===== config.mk =====
export PLATFORM = sky130hd
export DESIGN_NAME = csrs
export DESIGN_NICKNAME = d
export VERILOG_FILES = /design/src/verilog/csr_pkg.sv /design/src/verilog/csr_apb_port.sv /design/src/verilog/mstatus_reg.sv /design/src/verilog/m_trap_setup_regs.sv /design/src/verilog/m_trap_handling_regs.sv /design/src/verilog/csrs.sv
export SDC_FILE = /design/constraint.sdc
export NUM_CORES = 1
export LEC_CHECK = 0
export ABC_AREA = 1
export BUFFER_PORTS_ARGS = -buffer_cell sky130_fd_sc_hd__buf_2
export CORE_AREA = 2 2 155 157
export DETAILED_ROUTE_END_ITERATION = 7
export DIE_AREA = 0 0 157 159
export PLACE_DENSITY = 0.79
export SLEW_MARGIN = 10
export SYNTH_ARGS = -nofsm -noshare
export SYNTH_HDL_FRONTEND = slang
export SYNTH_SLANG_ARGS = --single-unit
export TNS_END_PERCENT = 100

===== constraint.sdc =====
create_clock -name clk -period 2.6 [get_ports clk]
set_input_delay 0.39 -clock clk [delete_from_list [all_inputs] [get_ports clk]]
set_output_delay 0.39 -clock clk [all_outputs]
set_load 0.005 [all_outputs]

===== src/verilog/csr_pkg.sv =====
package csr_pkg;

    // ####################################################################
    // csr addresses
    // ####################################################################

    typedef enum logic [11:0] {
        csr_mvendorid  = 12'hf11,
        csr_marchid    = 12'hf12,
        csr_mimpid     = 12'hf13,
        csr_mhartid    = 12'hf14,
        csr_mstatus    = 12'h300,
        csr_misa       = 12'h301,
        csr_mie        = 12'h304,
        csr_mtvec      = 12'h305,
        csr_mcounteren = 12'h306,
        csr_mscratch   = 12'h340,
        csr_mepc       = 12'h341,
        csr_mcause     = 12'h342,
        csr_mtval      = 12'h343,
        csr_mip        = 12'h344
    } csr_addr_e;

    // ####################################################################
    // bus and core side structs
    // ####################################################################

    typedef struct packed {
        logic        valid;
        logic        write;
        logic [11:0] addr;
        logic [31:0] wdata;
    } csr_req_t;

    typedef struct packed {
        logic [31:0] rdata;
        logic        err;
    } csr_rsp_t;

    typedef struct packed {
        logic        valid;
        logic        interrupt;
        logic [4:0]  code;
        logic [31:0] epc;
        logic [31:0] tval;
    } trap_req_t;

    typedef struct packed {
        logic meip;
        logic mtip;
        logic msip;
    } irq_lines_t;

    // ####################################################################
    // field positions, masks and fixed values
    // ####################################################################

    localparam int mstatus_mie_pos  = 3;
    localparam int mstatus_mpie_pos = 7;

    // same positions in mie and mip.
    localparam int irq_msip_pos = 3;
    localparam int irq_mtip_pos = 7;
    localparam int irq_meip_pos = 11;

    localparam logic [31:0] mie_wmask        = 32'h0000_0888;
    // mode bit 1 is hardwired, so only direct and vectored remain.
    localparam logic [31:0] mtvec_wmask      = 32'hffff_fffd;
    localparam logic [31:0] mcounteren_wmask = 32'h0000_0007;
    localparam logic [31:0] mcause_wmask     = 32'h8000_001f;
    localparam logic [31:0] mepc_wmask       = 32'hffff_fffc;

    // rv32i plus m.
    localparam logic [31:0] misa_value    = 32'h4000_1100;
    localparam logic [31:0] mstatus_reset = 32'h0000_1800;

endpackage


===== src/verilog/csr_apb_port.sv =====
`timescale 1ns/1ps

module csr_apb_port (
    input  logic               clk,
    input  logic               rst_n,

    // apb slave side.
    input  logic               psel,
    input  logic               penable,
    input  logic               pwrite,
    input  logic [11:0]        paddr,
    input  logic [31:0]        pwdata,
    output logic [31:0]        prdata,
    output logic               pready,
    output logic               pslverr,

    // internal side.
    output csr_pkg::csr_req_t  req,
    input  csr_pkg::csr_rsp_t  rsp
);

    logic setup_phase;
    logic access_q;

    // setup cycle is the only one that raises a request.
    assign setup_phase = psel & ~penable;

    always_ff @(posedge clk or negedge rst_n) begin
        if (!rst_n) begin
            access_q <= 1'b0;
        end else begin
            access_q <= setup_phase;
        end
    end

    // no wait states.
    assign pready = access_q;

    always_comb begin
        req.valid = setup_phase;
        req.write = pwrite;
        req.addr  = paddr;
        req.wdata = pwdata;
    end

    // response was registered by the csr block at the end of setup.
    assign prdata  = rsp.rdata;
    assign pslverr = access_q & rsp.err;

endmodule


===== src/verilog/mstatus_reg.sv =====
`timescale 1ns/1ps

module mstatus_reg (
    input  logic                clk,
    input  logic                rst_n,
    input  logic                wr_en,
    input  logic [31:0]         wdata,
    input  csr_pkg::trap_req_t  trap_req,
    input  logic                mret,
    output logic [31:0]         mstatus,
    output logic                mie_bit
);

    import csr_pkg::*;

    logic mie_q;
    logic mpie_q;

    // trap first, then mret, then a bus write.
    always_ff @(posedge clk or negedge rst_n) begin
        if (!rst_n) begin
            mie_q  <= mstatus_reset[mstatus_mie_pos];
            mpie_q <= mstatus_reset[mstatus_mpie_pos];
        end else if (trap_req.valid) begin
            mpie_q <= mie_q;
            mie_q  <= 1'b0;
        end else if (mret) begin
            mie_q  <= mpie_q;
            mpie_q <= 1'b1;
        end else if (wr_en) begin
            mie_q  <= wdata[mstatus_mie_pos];
            mpie_q <= wdata[mstatus_mpie_pos];
        end
    end

    // only machine mode exists, MPP stays 3 from the reset value.
    always_comb begin
        mstatus                   = mstatus_reset;
        mstatus[mstatus_mie_pos]  = mie_q;
        mstatus[mstatus_mpie_pos] = mpie_q;
    end

    assign mie_bit = mie_q;

endmodule


===== src/verilog/m_trap_setup_regs.sv =====
`timescale 1ns/1ps

module m_trap_setup_regs (
    input  logic               clk,
    input  logic               rst_n,
    input  csr_pkg::csr_req_t  req,
    input  logic               wr_en,
    output logic [31:0]        mie,
    output logic [31:0]        mtvec,
    output logic [31:0]        mcounteren
);

    import csr_pkg::*;

    // ####################################################################
    // mie
    // ####################################################################

    always_ff @(posedge clk or negedge rst_n) begin
        if (!rst_n) begin
            mie <= 32'b0;
        end else if (wr_en && req.addr == csr_mie) begin
            mie <= req.wdata & mie_wmask;
        end
    end

    // ####################################################################
    // mtvec
    // ####################################################################

    // base in 31:2, mode in 0.
    always_ff @(posedge clk or negedge rst_n) begin
        if (!rst_n) begin
            mtvec <= 32'b0;
        end else if (wr_en && req.addr == csr_mtvec) begin
            mtvec <= req.wdata & mtvec_wmask;
        end
    end

    // ####################################################################
    // mcounteren
    // ####################################################################

    always_ff @(posedge clk or negedge rst_n) begin
        if (!rst_n) begin
            mcounteren <= 32'b0;
        end else if (wr_en && req.addr == csr_mcounteren) begin
            mcounteren <= req.wdata & mcounteren_wmask;
        end
    end

endmodule


===== src/verilog/m_trap_handling_regs.sv =====
`timescale 1ns/1ps

module m_trap_handling_regs (
    input  logic                clk,
    input  logic                rst_n,
    input  csr_pkg::csr_req_t   req,
    input  logic                wr_en,
    input  csr_pkg::trap_req_t  trap_req,
    input  csr_pkg::irq_lines_t irq_lines,
    output logic [31:0]         mscratch,
    output logic [31:0]         mepc,
    output logic [31:0]         mcause,
    output logic [31:0]         mtval,
    output logic [31:0]         mip
);

    import csr_pkg::*;

    logic [31:0] mip_next;

    // scratch is untouched by traps.
    always_ff @(posedge clk or negedge rst_n) begin
        if (!rst_n) begin
            mscratch <= 32'b0;
        end else if (wr_en && req.addr == csr_mscratch) begin
            mscratch <= req.wdata;
        end
    end

    // ####################################################################
    // trap state, a trap beats a bus write
    // ####################################################################

    always_ff @(posedge clk or negedge rst_n) begin
        if (!rst_n) begin
            mepc   <= 32'b0;
            mcause <= 32'b0;
            mtval  <= 32'b0;
        end else if (trap_req.valid) begin
            // instructions are word aligned.
            mepc   <= trap_req.epc & mepc_wmask;
            mcause <= {trap_req.interrupt, 26'b0, trap_req.code};
            mtval  <= trap_req.tval;
        end else if (wr_en) begin
            case (req.addr)
                csr_mepc:   mepc   <= req.wdata & mepc_wmask;
                csr_mcause: mcause <= req.wdata & mcause_wmask;
                csr_mtval:  mtval  <= req.wdata;
                default: begin
                end
            endcase
        end
    end

    // ####################################################################
    // pending interrupts
    // ####################################################################

    always_comb begin
        mip_next               = 32'b0;
        mip_next[irq_msip_pos] = irq_lines.msip;
        mip_next[irq_mtip_pos] = irq_lines.mtip;
        mip_next[irq_meip_pos] = irq_lines.meip;
    end

    // sampled every cycle, bus writes never reach it.
    always_ff @(posedge clk or negedge rst_n) begin
        if (!rst_n) begin
            mip <= 32'b0;
        end else begin
            mip <= mip_next;
        end
    end

endmodule


===== src/verilog/csrs.sv =====
`timescale 1ns/1ps

module csrs #(
    parameter logic [31:0] mvendorid_value = 32'h0,
    parameter logic [31:0] marchid_value   = 32'h0,
    parameter logic [31:0] mimpid_value    = 32'h0,
    parameter logic [31:0] mhartid_value   = 32'h0
) (
    input  logic                clk,
    input  logic                rst_n,
    input  logic                psel,
    input  logic                penable,
    input  logic                pwrite,
    input  logic [11:0]         paddr,
    input  logic [31:0]         pwdata,
    output logic [31:0]         prdata,
    output logic                pready,
    output logic                pslverr,
    input  csr_pkg::trap_req_t  trap_req,
    input  logic                mret,
    input  csr_pkg::irq_lines_t irq_lines,
    output logic [31:0]         trap_target,
    output logic [31:0]         mepc_out,
    output logic                irq_pending
);

    import csr_pkg::*;

    csr_req_t    req;
    csr_req_t    wr_q;
    csr_rsp_t    rsp_q;
    logic        implemented;
    logic        read_only;
    logic        access_err;
    logic [31:0] rd_value;
    logic        mstatus_wr;
    logic        setup_wr;
    logic        handling_wr;
    logic        mstatus_mie;
    logic [31:0] mtvec_base;
    logic [31:0] mstatus, mie, mtvec, mcounteren;
    logic [31:0] mscratch, mepc, mcause, mtval, mip;

    csr_apb_port i_csr_apb_port (
        .clk     (clk),
        .rst_n   (rst_n),
        .psel    (psel),
        .penable (penable),
        .pwrite  (pwrite),
        .paddr   (paddr),
        .pwdata  (pwdata),
        .prdata  (prdata),
        .pready  (pready),
        .pslverr (pslverr),
        .req     (req),
        .rsp     (rsp_q)
    );

    // ####################################################################
    // decode and read mux
    // ####################################################################

    always_comb begin
        implemented = 1'b1;
        read_only   = 1'b0;
        rd_value    = 32'b0;
        case (req.addr)
            csr_mvendorid:  begin rd_value = mvendorid_value; read_only = 1'b1; end
            csr_marchid:    begin rd_value = marchid_value;   read_only = 1'b1; end
            csr_mimpid:     begin rd_value = mimpid_value;    read_only = 1'b1; end
            csr_mhartid:    begin rd_value = mhartid_value;   read_only = 1'b1; end
            csr_misa:       begin rd_value = misa_value;      read_only = 1'b1; end
            csr_mip:        begin rd_value = mip;             read_only = 1'b1; end
            csr_mstatus:    rd_value = mstatus;
            csr_mie:        rd_value = mie;
            csr_mtvec:      rd_value = mtvec;
            csr_mcounteren: rd_value = mcounteren;
            csr_mscratch:   rd_value = mscratch;
            csr_mepc:       rd_value = mepc;
            csr_mcause:     rd_value = mcause;
            csr_mtval:      rd_value = mtval;
            default:        implemented = 1'b0;
        endcase
    end

    assign access_err = ~implemented | (req.write & read_only);

    // response at the end of setup, legal write held for the access cycle.
    always_ff @(posedge clk or negedge rst_n) begin
        if (!rst_n) begin
            rsp_q <= '0;
            wr_q  <= '0;
        end else begin
            wr_q.valid <= req.valid & req.write & ~access_err;
            if (req.valid) begin
                rsp_q.rdata <= rd_value;
                rsp_q.err   <= access_err;
                wr_q.write  <= req.write;
                wr_q.addr   <= req.addr;
                wr_q.wdata  <= req.wdata;
            end
        end
    end

    assign mstatus_wr  = wr_q.valid && wr_q.addr == csr_mstatus;
    assign setup_wr    = wr_q.valid && wr_q.addr inside {csr_mie, csr_mtvec, csr_mcounteren};
    assign handling_wr = wr_q.valid &&
                         wr_q.addr inside {csr_mscratch, csr_mepc, csr_mcause, csr_mtval};

    // ####################################################################
    // register blocks
    // ####################################################################

    mstatus_reg i_mstatus_reg (
        .clk      (clk),
        .rst_n    (rst_n),
        .wr_en    (mstatus_wr),
        .wdata    (wr_q.wdata),
        .trap_req (trap_req),
        .mret     (mret),
        .mstatus  (mstatus),
        .mie_bit  (mstatus_mie)
    );

    m_trap_setup_regs i_m_trap_setup_regs (
        .clk        (clk),
        .rst_n      (rst_n),
        .req        (wr_q),
        .wr_en      (setup_wr),
        .mie        (mie),
        .mtvec      (mtvec),
        .mcounteren (mcounteren)
    );

    m_trap_handling_regs i_m_trap_handling_regs (
        .clk       (clk),
        .rst_n     (rst_n),
        .req       (wr_q),
        .wr_en     (handling_wr),
        .trap_req  (trap_req),
        .irq_lines (irq_lines),
        .mscratch  (mscratch),
        .mepc      (mepc),
        .mcause    (mcause),
        .mtval     (mtval),
        .mip       (mip)
    );

    // ####################################################################
    // core side outputs
    // ####################################################################

    assign mtvec_base = {mtvec[31:2], 2'b00};

    // vectored mode only applies to interrupts.
    assign trap_target = (mtvec[0] && trap_req.interrupt) ?
                         mtvec_base + {25'b0, trap_req.code, 2'b00} : mtvec_base;

    assign mepc_out    = mepc;
    assign irq_pending = mstatus_mie & (|(mie & mip));

endmodule


; ---- After elaboration in Yosys (flattened, before gate mapping)
; Cells that the tools add are included.
[totals]
register_bits = 249
in_bits = 124
[classes]
addsub = 1
eq_ne = 22
muxes = 19
n_bitwise = 11
reduce_logical = 21
[ops]
columns = cell, n
row1 = $mux W32, 10
row2 = $pmux W32 S10, 1
row3 = $eq A12 B10 Y1 const B, 18
row4 = $eq A12 B12 Y1 const B, 4
row5 = $add A32 B7 Y32, 1
row6 = $reduce_or A32 Y1, 1
row7 = $reduce_or A14 Y1, 1
row8 = $and A12 B12 Y12, 1
row9 = $logic_and A1 B1 Y1, 8
row10 = $mux W1, 8
row11 = $reduce_bool A2 Y1, 4
row12 = $and A1 B1 Y1, 6
row13 = $reduce_and A2 Y1, 3
row14 = $reduce_bool A3 Y1, 2
row15 = $reduce_or A6 Y1, 1
row16 = $reduce_bool A4 Y1, 1
row17 = $not A1 Y1, 3
row18 = $or A1 B1 Y1, 1

; ---- Depth between registers and ports, before layout
; Gate-level depths: netlist (run 1).
[logic_depth]
ltp_word = 7
mapped_depth = 12

; ---- Hierarchy
; Synthesis (run 1) repeated with hierarchy kept, for this count alone.
[unflattened]
hier_cells = 2344
area_unflattened_um2 = 15676.3
[by_module_without_submodules]
columns = module, instances, cells_per_inst, area_per_inst_um2, seq_area_each_um2
row1 = csrs, 1, 1265, 7410.9, 1976.9
row2 = m_trap_handling_regs, 1, 703, 5278.8, 2577.5
row3 = m_trap_setup_regs, 1, 240, 1988.2, 925.9
row4 = csr_apb_port, 1, 83, 628.1, 25.0
row5 = mstatus_reg, 1, 53, 370.4, 50.0

; ---- Worst setup path before layout (run 1)
; No wires, ideal clock.
[synth_path]
path_type = input port to output port
start = in trap_req[64] (netlist name)
end = out trap_target[22]
arrival_time_ps = 1689
required_time_ps = 2210
slack_ps = 521
path_stages = 10
n_path_buf = 0
path_cell_list = ha_1 fa_1 nand2_1 o21ai_1 nand2_1 nand2_1 nand2_1 nor2_1 xor2_1 inv_1
[synth_between]
elab_chain_cells = 2
[synth_lines]
columns = item, line
row1 = start: declaration, csrs.sv:19  ; input csr_pkg::trap_req_t trap_req,
row2 = $add A32 B7 Y32, csrs.sv:157  ; mtvec_base + {25'b0, trap_req.code, 2'b00} : mtvec_base;
row3 = $mux W32, csrs.sv:156  ; assign trap_target = (mtvec[0] && trap_req.interrupt) ?
row4 = end: declaration, csrs.sv:22  ; output logic [31:0] trap_target,
; No other way between the ends.

; ---- Final worst setup path (run 1)
[layout_path]
start = reg i_m_trap_setup_regs.mtvec[2]
end = out trap_target[6]
[layout_between]
elab_chain_cells = 2
[layout_lines]
columns = item, line
row1 = start: declaration, m_trap_setup_regs.sv:9  ; output logic [31:0] mtvec,
row2 = start signal: assignment, m_trap_setup_regs.sv:36  ; mtvec <= req.wdata & mtvec_wmask;
row3 = $add A32 B7 Y32, csrs.sv:157
row4 = $mux W32, csrs.sv:156
; No other way between the ends.

==> metrics.md, run 1 <==
| Metric | Value |
|---|---|
| Number of global-route vias before repair | `10757` |
| Routed length per placed instance | `18.4 µm` |
| Arrival time of the worst setup path | `2.41 ns` |
| Core footprint | `0.0232 mm²` |
| Overall die area | `0.0250 mm²` |
| GRT Residual Overflow | `0` |
| Initial antenna violation count | `0` |
| Setup repair after global routing missed its margin | `true` |
| Data required, critical path | `2.21 ns` |
| Number of nets with antenna violations after routing | `0` |
| Number of register bits inferred by synthesis | `221` |
| Vias per cell | `5.40` |
| Largest cells by area after synthesis | `dfrtp_1 (46%), nand2_1 (21%), o21ai_0 (4.4%), nand3_1 (3.9%), inv_1 (3.5%)` |
| Gp weighted congestion | `0.969` |
| Peak supply drop | `480 µV` |
| Actual slew at the worst max-slew pin | `0.902 ns` |
| Cell count after synthesis | `1588` |
| Critical path class | `flop to primary output` |
| Max-cap violations | `0` |
| Run status | `finished, violations left` |
| Die outline width | `157 µm` |
| Hold Slack | `0.0692 ns` |
| Starting DRC count in detailed routing | `1148` |
| Endpoint type of the worst setup path | `primary output` |
| Most common cell in the netlist | `nand2_1` |
| Met2 track demand over resource in global routing | `45.8%` |
| # IOs | `223` |
| GRT met3 Usage | `8.68%` |
| Number of cell rows | `56` |
| Largest fanout of any net on the critical path | `2` |
| Number of distinct standard cells referenced by the synthesized netlist | `45` |
| Inserted Clock Buffers | `24` |
| Final period demand of the worst path | `2.80 ns` |
| Global route hottest layer | `met2` |
| Cell area after layout | `0.0143 mm²` |
| Setup tns final | `-1.84 ns` |
| Leak Pwr | `0.00742 µW` |
| Clock slew at the register clock pins of the worst setup and hold paths | `0.06 ns` |
| Clock root buffer master | `clkbuf_16` |
| Placed Area | `0.0131 mm²` |
| Startpoint Class | `flop` |
| Half-perimeter wire length after placement | `28700 µm` |
| Number of vias after detailed routing | `11441` |
| Final hold violation count | `0` |
| Proportion of netlist area held by the largest area contributor | `46.3%` |
| Synth Flop Type | `dfrtp_1` |
| Later-pin clock latency in the skew report | `0.53 ns` |
| Chip Height | `159 µm` |
| Wire length of the first global-routing pass | `60100 µm` |
| Aggregate global-route resource usage | `31.1%` |
| Final Skew | `0.00855 ns` |
| Dpl ws | `-0.0208 ns` |
| Hold Crit Class | `primary input to flop` |
| Yosys warnings | `0` |
| Layout cells sized above 1 | `23.1%` |
| Number of antenna diodes | `0` |
| Relative area change from synthesis to final layout | `20.0%` |
| Most numerous cell types in the synthesized netlist | `nand2_1 (672), dfrtp_1 (221), inv_1 (110)` |
| Number of clock sinks seen by CTS | `221` |
| Number of enable-type register cells in the synthesized netlist | `0` |
| Final setup violation count | `18` |
| Count of nets after finishing | `1914` |
| Level count of the clock H-tree | `1` |
| Number of buffer cells added on primary ports | `216` |
| Clock Path Buffers | `3` |
| Number of detailed-routing iterations run before antenna repair | `8` |
| TritonCTS clock tree | `yes` |
| Mapped Avg Cell Area | `7.53 µm²` |
| Maximum number of pins on one net before global-route repair | `83` |
| Violations in the final reports | `setup timing` |
| Final critical-path setup slack | `-0.199 ns` |
| Final-report max-slew violation count | `0` |
| Slew headroom | `39.9%` |
| Starting utilization of the core area | `51.5%` |
| Finished Core Util | `61.8%` |
| Proportion of synthesized chip area in sequential cells | `46.3%` |
| Final Cycle Share | `108%` |
| WL final | `39000 µm` |
| Synth Cell Area | `0.0120 mm²` |
| FMAX | `357 MHz` |
| Power density of the placed cells | `572 mW/mm²` |
| Async S/R FF share, synth | `100%` |
| Yosys top cell by area | `dfrtp_1` |
| Met1 Resource Use GR | `45.7%` |
| Remaining design rule violation count | `0` |
where the power goes:
group / internal (µW) / switching (µW)
combinational: 302 / 610
clock: 2110 / 1390
sequential: 3640 / 142
layout by cell type (no fill, tap or decap), drive strengths merged, types with 5 or more instances in the layout:
master	n
nand2	677
nor3	10
inv	120
clkbuf	37
o21ai	175
o211ai	32
o22ai	8
ha	5
nand3	96
nor2	83
dfrtp	221
buf	265
a21oi	7
xor2	11
nand4	23
worst max-delay path, cell delays in order (launching register included):
cell and delay [ns]:
dfrtp_1 0.42, ha_4 0.19, fa_2 0.35, nand2_2 0.10
o21ai_2 0.07, buf_4 0.14, buf_4 0.12, nand2_1 0.05
nand2_1 0.04, o22ai_1 0.23, buf_2 0.17
state kept, by name (all words and copies together), names as in the netlist:
name	flops
i_m_trap_handling_regs.mepc	30
i_mstatus_reg.mie_bit	1
i_m_trap_handling_regs.mtval	32
i_csr_apb_port.pready	1
i_m_trap_setup_regs.mie	3
i_m_trap_handling_regs.mcause	6
i_m_trap_handling_regs.mscratch	32
rsp_q	33
i_m_trap_handling_regs.mip	3
wr_q	45
i_m_trap_setup_regs.mcounteren	3
i_m_trap_setup_regs.mtvec	31
i_mstatus_reg.mpie_q	1
repair_timing:
action                     4_1_cts  5_1_grt
hold buffers                     4        0
resized for setup               22       37
setup endpoints to repair       25       26
hold endpoints to repair        71        0
buffers inserted                10        5
pin swaps                       11       16
path summary, 6_finish.rpt:
kind	startpoint	to	slack (ns)	cells after the start
max	i_m_trap_setup_regs.mtvec[2]	trap_target[6]	-0.20	10
min	pwdata[23]	wr_q[23]	0.07	3
max reg2reg	wr_q[39]	i_m_trap_handling_regs.mscratch[23]	0.56	8
min reg2reg	rsp_q[27]	rsp_q[27]	0.48	2
max in group asynchronous	rst_n	i_m_trap_setup_regs.mtvec[6]	1.41	3
min in group asynchronous	rst_n	i_m_trap_handling_regs.mepc[2]	0.43	2
metrics by stage:
stage / total power [µW] / std cells
2_1_floorplan: 4280 / 1591
3_3_place_gp: 4690 / 2058
3_5_place_dp: 4720 / 2058
4_1_cts: 8210 / 2112
5_1_grt: 8480 / 2117
6_report: 8200 / 2117
layout make-up:
type / count / area, µm²
multi-input combinational: 1145 / 5570
tap: 319 / 399
timing repair buffer: 269 / 1570
clock inverter: 3 / 67.6
sequential: 221 / 5540
clock buffer: 37 / 731
fill: 2061 / 8850
inverter: 123 / 462
metal layers:
metal,part of all wire (%),vias up
met2,43,585
met3,11,49
met5,0,-
li1,-,5433
met4,2.0,0
met1,43,5374
cells by family (layout without fill, tap and decap cells):
family | count (synthesis) | after routing | share of synthesized area (%)
compound gates | 227 | 227 | 11.7
flops | 221 | 221 | 46.3
simple gates | 896 | 896 | 31.1
xor+xnor | 12 | 12 | 0.879
buf+inv | 225 | 432 | 9.33
other cells | 1 | 4 | 0.0314
fa+ha+maj | 6 | 6 | 0.691
Power figures use the tool's default switching activity.
==> run 2, diff against run 1 <==
BUFFER_PORTS_ARGS = not set   (was -buffer_cell sky130_fd_sc_hd__buf_2)
DONT_BUFFER_PORTS = 1   (was not set)
PLACE_DENSITY = 0.7   (was 0.79)
==> metrics.md, run 2 (same netlist as run 1, synthesis figures left out) <==
| Metric | Value |
|---|---|
| Remaining design rule violation count | `0 (unchanged)` |
| Final setup violation count | `4 (was 18)` |
| Number of cell rows | `56 (unchanged)` |
| Cell repeated most along the worst path | `nand2_2` |
| Highest-count cells in the layout ignoring fill and taps | `nand2_1 (657), dfrtp_1 (216), inv_1 (109), o21ai_0 (98), nand3_1 (92) (was nand2_1 (661), dfrtp_1 (215), buf_2 (215), inv_1 (109), o21ai_0 (101))` |
| Final Cycle Share | `101% (was 108%)` |
| Hold Crit Class | `primary input to asynchronous set/reset pin (was primary input to flop)` |
| Gp weighted congestion | `0.958 (was 0.969)` |
| Initial antenna violation count | `1 (was 0)` |
| Critical path class | `flop to primary output (unchanged)` |
| Arrival time of the worst setup path | `2.24 ns (was 2.41 ns)` |
| Chip Height | `159 µm (unchanged)` |
| Final critical-path setup slack | `-0.0331 ns (was -0.199 ns)` |
| Hold_buf cts | `36 (was 4)` |
| Wire length of the first global-routing pass | `58400 µm (was 60100 µm)` |
| Peak supply drop | `526 µV (was 480 µV)` |
| Setup repair after global routing missed its margin | `true (unchanged)` |
| Part of the power in the clock network | `45.3% (was 42.7%)` |
| Clock slew at the register clock pins of the worst setup and hold paths | `0.06 ns (about the same)` |
| Routed length per placed instance | `19.9 µm (was 18.4 µm)` |
| Hold Slack | `-0.433 ns (was 0.0692 ns)` |
| Switching portion of total power | `24.5% (was 26.1%)` |
| Later-pin clock latency in the skew report | `0.53 ns (about the same)` |
| Starting utilization of the core area | `51.5% (unchanged)` |
| Endpoint type of the worst setup path | `primary output (unchanged)` |
| FMAX | `380 MHz (was 357 MHz)` |
| Clock root buffer master | `clkbuf_16 (unchanged)` |
| Startpoint Class | `flop (unchanged)` |
| Number of global-route vias before repair | `9886 (was 10757)` |
| Half-perimeter wire length after placement | `27200 µm (was 28700 µm)` |
| Critical-path cell list | `ha_4, fa_2, nand2_2, o21ai_4, nand2_2, nand2_4, buf_6, nand3b_1, o21ai_1, nand2_2 (was ha_4, fa_2, nand2_2, o21ai_2, buf_4, buf_4, nand2_1, nand2_1, o22ai_1, buf_2)` |
| Starting DRC count in detailed routing | `1273 (was 1148)` |
| Final period demand of the worst path | `2.63 ns (was 2.80 ns)` |
| Core footprint | `0.0232 mm² (unchanged)` |
| Critical-path top delay cell | `dfrtp_1 (unchanged)` |
| Finished Core Util | `58.2% (was 61.8%)` |
| Slew headroom | `39.9% (about the same)` |
| Maximum number of pins on one net before global-route repair | `222 (was 83)` |
| Number of detailed-routing iterations run before antenna repair | `6 (was 8)` |
| Relative area change from synthesis to final layout | `13.0% (was 20.0%)` |
| TritonCTS clock tree | `yes (unchanged)` |
| Delay contributed by the slowest stage of the critical path | `0.41 ns (was 0.42 ns)` |
| Inserted Clock Buffers | `24 (unchanged)` |
| Number of vias after detailed routing | `10784 (was 11441)` |
| Die outline width | `157 µm (unchanged)` |
| Actual slew at the worst max-slew pin | `0.902 ns (about the same)` |
| Final Skew | `0.0112 ns (was 0.00855 ns)` |
| Run status | `finished, violations left (unchanged)` |
| GRT Residual Overflow | `0 (unchanged)` |
| Final-report max-slew violation count | `0 (unchanged)` |
| Leak Pwr | `0.00654 µW (was 0.00742 µW)` |
| Sequential fraction of design power | `46.6% (was 46.2%)` |
| Number of flip-flops in the largest register | `45 (unchanged)` |
| Number of clock sinks seen by CTS | `221 (unchanged)` |
| Overall die area | `0.0250 mm² (unchanged)` |
| Clock Path Buffers | `3 (unchanged)` |
| Data required, critical path | `2.21 ns (about the same)` |
| Aggregate global-route resource usage | `30.6% (was 31.1%)` |
| Biggest registers after layout | `wr_q (45), rsp_q (33) (unchanged)` |
| Setup tns final | `-0.0851 ns (was -1.84 ns)` |
| Post-route total power | `8160 µW (was 8200 µW)` |
| Count of nets after finishing | `1714 (was 1914)` |
| Max-cap violations | `0 (unchanged)` |
| Combinational share of power | `8.2% (was 11.1%)` |
| Largest fanout of any net on the critical path | `4 (was 2)` |
| # IOs | `223 (unchanged)` |
| Layout cells sized above 1 | `12.3% (was 23.1%)` |
| Violations in the final reports | `hold timing, setup timing (was setup timing)` |
| Number of buffer cells added on primary ports | `0 (was 216)` |
| Vias per cell | `5.62 (was 5.40)` |
| Final hold violation count | `221 (was 0)` |
| Top reg by flops | `wr_q (unchanged)` |
| Internal portion of total power | `6160 µW (was 6060 µW)` |
| Total net switching power | `2000 µW (was 2140 µW)` |
| Level count of the clock H-tree | `1 (unchanged)` |
| Leading cell type in the layout, fill and taps excluded | `nand2_1 (unchanged)` |
| Power density of the placed cells | `604 mW/mm² (was 572 mW/mm²)` |
| Number of nets with antenna violations after routing | `0 (unchanged)` |
| WL final | `38200 µm (was 39000 µm)` |
[run 2: metrics by stage]
stage          instance area [µm²]  hold WS (ns)  instances  worst slack [ns]
3_5_place_dp                 11900         0.104       1828             0.130
6_report                     13500        -0.433       1920           -0.0331
3_3_place_gp                 11900         0.107       1828             0.170
5_1_grt                      13500        -0.442       1920            -0.110
2_1_floorplan                12000        0.0944       1591             0.521
4_1_cts                      13400        -0.445       1917           -0.0917
[run 2: metal layers]
metal,vias up,wire [µm],track usage [%]
met2,604,16000,42.7
li1,5047,-,-
met3,54,4100,6.15
met5,-,0,0
met4,0,790,6.67
met1,5079,17300,48.7
[run 2: what timing repair did]
| action | CTS | global route |
|---|---|---|
| hold endpoints to repair | 257 | 221 |
| resized for setup | 37 | 33 |
| pin swaps | 13 | 14 |
| buffers inserted | 11 | 2 |
| setup endpoints to repair | 23 | 25 |
[run 2: worst paths after layout]
| path | startpoint | endpoint | slack [ns] | cells after the start |
|---|---|---|---|---|
| hold / removal | rst_n | i_m_trap_handling_regs.mepc[3] | -0.43 | 0 |
| hold reg to reg | i_m_trap_handling_regs.mscratch[25] | i_m_trap_handling_regs.mscratch[25] | 0.48 | 2 |
| min in group clk | paddr[2] | wr_q[34] | 0.02 | 2 |
| setup / recovery | i_m_trap_setup_regs.mtvec[2] | trap_target[16] | -0.03 | 10 |
| setup reg to reg | wr_q[38] | i_m_trap_handling_regs.mepc[23] | 0.47 | 7 |
| max in group asynchronous | rst_n | wr_q[3] | 2.52 | 0 |
[run 2: power groups by stage]
stage | clock network (µW) | logic [µW] | registers (µW)
6_report | 3700 | 665 | 3800
4_1_cts | 3740 | 652 | 3800
2_1_floorplan | 0 | 472 | 3810
5_1_grt | 3890 | 745 | 3820
3_3_place_gp | 0 | 589 | 3850
3_5_place_dp | 0 | 599 | 3860
[run 2: cell type report]
type / instances / area (µm²)
Antenna cell: 1 / 2.50
Clock buffer: 37 / 761
Clock inverter: 5 / 104
Fill cell: 2123 / 9680
Inverter: 123 / 462
Multi-Input combinational cell: 1145 / 5590
Sequential cell: 221 / 5540
Tap cell: 319 / 399
Timing Repair Buffer: 69 / 657
[run 2: worst max-delay path, delay by kind of cell (launching register included)]
| kind | cells | cell delay [ns] |
|---|---|---|
| adder cells (fa/ha/maj) | 2 | 0.53 |
| AND/OR/NAND/NOR | 5 | 0.48 |
| flip-flops | 1 | 0.41 |
| AO/OA/AOI/OAI | 2 | 0.15 |
| buffers and inverters | 1 | 0.14 |
==> run 3, diff against run 2 <==
GPL_TIMING_DRIVEN = 0   (was not set)
==> metrics.md, run 3 (same netlist as run 1, synthesis figures left out) <==
| Metric | Value |
|---|---|
| Initial antenna violation count | `5 (was 1)` |
| Critical path class | `flop to primary output (unchanged)` |
| Largest fanout of any net on the critical path | `5 (was 4)` |
| Number of nets with antenna violations after routing | `0 (unchanged)` |
| Remaining design rule violation count | `0 (unchanged)` |
| Core footprint | `0.0232 mm² (unchanged)` |
| Violations in the final reports | `hold timing, setup timing (unchanged)` |
| FMAX | `365 MHz (was 380 MHz)` |
| Biggest registers after layout | `wr_q (45), rsp_q (33) (unchanged)` |
| Area of the multi-input gates | `0.00567 mm² (was 0.00559 mm²)` |
| Power density of the placed cells | `567 mW/mm² (was 604 mW/mm²)` |
| Final Cycle Share | `105% (was 101%)` |
| Routed length per placed instance | `21.5 µm (was 19.9 µm)` |
| Half-perimeter wire length after placement | `31800 µm (was 27200 µm)` |
| Met2 wire len | `18600 µm (was 16000 µm)` |
| Number of buffer cells added on primary ports | `0 (unchanged)` |
| Dpl ws | `0.113 ns (was 0.130 ns)` |
| Internal portion of total power | `5880 µW (was 6160 µW)` |
| Starting utilization of the core area | `51.5% (unchanged)` |
| Critical-path top delay cell | `dfrtp_2 (was dfrtp_1)` |
| Final critical-path setup slack | `-0.136 ns (was -0.0331 ns)` |
| Leading cell type in the layout, fill and taps excluded | `nand2_1 (unchanged)` |
| Leak Pwr | `0.00685 µW (was 0.00654 µW)` |
| Switching portion of total power | `26.7% (was 24.5%)` |
| Aggregate global-route resource usage | `34.8% (was 30.6%)` |
| Starting DRC count in detailed routing | `1185 (was 1273)` |
| TritonCTS clock tree | `yes (unchanged)` |
| Number of global-route vias before repair | `11061 (was 9886)` |
| Vias per cell | `5.65 (was 5.62)` |
| Met3 WL | `5100 µm (was 4100 µm)` |
| Finished Core Util | `60.9% (was 58.2%)` |
| Layout cells sized above 1 | `15.5% (was 12.3%)` |
| Top reg by flops | `wr_q (unchanged)` |
| Post-route total power | `8020 µW (was 8160 µW)` |
| Clock root buffer master | `clkbuf_16 (unchanged)` |
| WL final | `43400 µm (was 38200 µm)` |
| Final Skew | `0.0131 ns (was 0.0112 ns)` |
| Worst reg2reg path depth | `6 (was 7)` |
| Total net switching power | `2140 µW (was 2000 µW)` |
| Number of clock sinks seen by CTS | `221 (unchanged)` |
| Wire length of the first global-routing pass | `65300 µm (was 58400 µm)` |
| Max-cap violations | `0 (unchanged)` |
| Highest-count cells in the layout ignoring fill and taps | `nand2_1 (649), dfrtp_1 (212), inv_1 (109), o21ai_0 (99), nand3_1 (90) (was nand2_1 (657), dfrtp_1 (216), inv_1 (109), o21ai_0 (98), nand3_1 (92))` |
| Final-report max-slew violation count | `0 (unchanged)` |
| Number of vias after detailed routing | `11413 (was 10784)` |
| Endpoint type of the worst setup path | `primary output (unchanged)` |
| Actual slew at the worst max-slew pin | `0.946 ns (was 0.902 ns)` |
| Overall die area | `0.0250 mm² (unchanged)` |
| Combinational share of power | `9.2% (was 8.2%)` |
| Later-pin clock latency in the skew report | `0.54 ns (was 0.53 ns)` |
| Max Used Layer | `met5 (was met4)` |
| Fill cell count | `2147 (was 2123)` |
| Hold Crit Class | `primary input to asynchronous set/reset pin (unchanged)` |
| Relative area change from synthesis to final layout | `18.3% (was 13.0%)` |
| CP Capture Point | `trap_target[12] (was trap_target[16])` |
| GRT Residual Overflow | `0 (unchanged)` |
| Source of the worst register-to-register timing path | `wr_q[45] (was wr_q[38])` |
| Launching element of the worst setup path | `i_m_trap_setup_regs.mtvec[2] (unchanged)` |
| Chip Height | `159 µm (unchanged)` |
| Clock Path Buffers | `3 (unchanged)` |
| Slew headroom | `37.0% (was 39.9%)` |
| Sequential fraction of design power | `47.5% (was 46.6%)` |
| Number of cell rows | `56 (unchanged)` |
| Maximum number of pins on one net before global-route repair | `222 (unchanged)` |
| Startpoint Class | `flop (unchanged)` |
| Count of nets after finishing | `1809 (was 1714)` |
| Part of the power in the clock network | `43.3% (was 45.3%)` |
| Data required, critical path | `2.21 ns (about the same)` |
| Hold_buf cts | `48 (was 36)` |
| Gp weighted congestion | `0.949 (was 0.958)` |
| Critical-path cell list | `ha_4, fa_2, nand2_2, o21ai_2, nand2_1, nand2_4, nand4_1, buf_6, xor2_4 (was ha_4, fa_2, nand2_2, o21ai_4, nand2_2, nand2_4, buf_6, nand3b_1, o21ai_1, nand2_2)` |
| Delay contributed by the slowest stage of the critical path | `0.46 ns (was 0.41 ns)` |
| Run status | `finished, violations left (unchanged)` |
| Inserted Clock Buffers | `25 (was 24)` |
| Die outline width | `157 µm (unchanged)` |
| Final hold violation count | `221 (unchanged)` |
| Final setup violation count | `16 (was 4)` |
| Final period demand of the worst path | `2.74 ns (was 2.63 ns)` |
| Level count of the clock H-tree | `1 (unchanged)` |
| # IOs | `223 (unchanged)` |
| Peak supply drop | `586 µV (was 526 µV)` |
| Sequential cell area | `0.00554 mm² (about the same)` |
| Reg-to-Reg End | `i_m_trap_setup_regs.mtvec[6] (was i_m_trap_handling_regs.mepc[23])` |
| Arrival time of the worst setup path | `2.35 ns (was 2.24 ns)` |
| Hold Slack | `-0.451 ns (was -0.433 ns)` |
| Setup repair after global routing missed its margin | `true (unchanged)` |
| Register-to-register path setup slack | `0.71 ns (was 0.47 ns)` |
| Post-route met1 wirelength | `18200 µm (was 17300 µm)` |
| Clock slew at the register clock pins of the worst setup and hold paths | `0.06 ns (about the same)` |
| Number of flip-flops in the largest register | `45 (unchanged)` |
| Number of detailed-routing iterations run before antenna repair | `5 (was 6)` |
==> run 3: changes by cell type in the layout (fill, tap and decap cells not counted), moves of 4 or more <==
cell	previous run	this run
buf_6	3	18
nand2_1	657	649
clkinv_2	1	6
nand2_2	15	22
clkbuf_1	3	35
dfrtp_2	5	9
buf_2	0	12
dfrtp_1	216	212
dlygate4sd3_1	36	48
buf_4	27	50
==> run 3: through the flow <==
stage                     cell area, µm²  instances  setup TNS, ns
final                              14100       2020          -1.09
after detailed placement           12400       1910              0
after floorplan                    12000       1591              0
after CTS                          13900       2010          -1.11
after global routing               14100       2020          -2.30
after global placement             12400       1910              0
==> run 3: area by class of cell <==
| cell class | count | share of cell area [%] |
|---|---|---|
| diodes | 4 | 0.0708 |
| plain buffers | 101 | 4.60 |
| clock inverters | 8 | 0.328 |
| inverters | 123 | 3.27 |
| repair buffers | 62 | 4.25 |
| flip-flops and latches | 221 | 39.2 |
| well taps | 319 | 2.82 |
| multi-input cells | 1145 | 40.1 |
| clock buffers | 37 | 5.31 |
==> run 3: how the worst min path moves through the flow <==
stage | end | slack [ns] | cells past startpoint
floorplan | i_csr_apb_port.pready | 0.09 | 0
global placement | i_m_trap_handling_regs.mepc[2] | 0.11 | 0
detailed placement | i_m_trap_handling_regs.mepc[2] | 0.10 | 0
CTS | i_m_trap_handling_regs.mepc[2] | -0.46 | 0
global route | i_m_trap_handling_regs.mepc[3] | -0.46 | 0
finish | i_m_trap_handling_regs.mepc[2] | -0.45 | 0
==> run 3: power by group through the flow <==
stage	combinational, µW	clock (µW)	sequential, µW
after global routing	813	3610	3830
after global placement	634	0	3860
after CTS	719	3480	3800
after floorplan	472	0	3810
final	738	3470	3810
after detailed placement	649	0	3860
==> run 3: timing repair <==
item | CTS | global route
buffers inserted | 7 | 7
hold endpoints to repair | 269 | 221
setup endpoints to repair | 28 | 28
gates resized for setup | 39 | 55
pin swaps | 11 | 28
==> run 3: critical path, delay by kind of cell (launching register included) <==
kind / cells / cell delay (ns)
AO/OA/AOI/OAI: 1 / 0.07
XOR/XNOR: 1 / 0.19
adder cells (fa/ha/maj): 2 / 0.55
buffers and inverters: 1 / 0.15
flip-flops: 1 / 0.46
AND/OR/NAND/NOR: 4 / 0.38
==> run 3: metal layers <==
| metal | up-vias | global-route usage (%) |
|---|---|---|
| li1 | 5245 | - |
| met1 | 5454 | 49.9 |
| met2 | 614 | 50.5 |
| met3 | 98 | 9.83 |
| met4 | 2 | 12.3 |
| met5 | - | 0 |
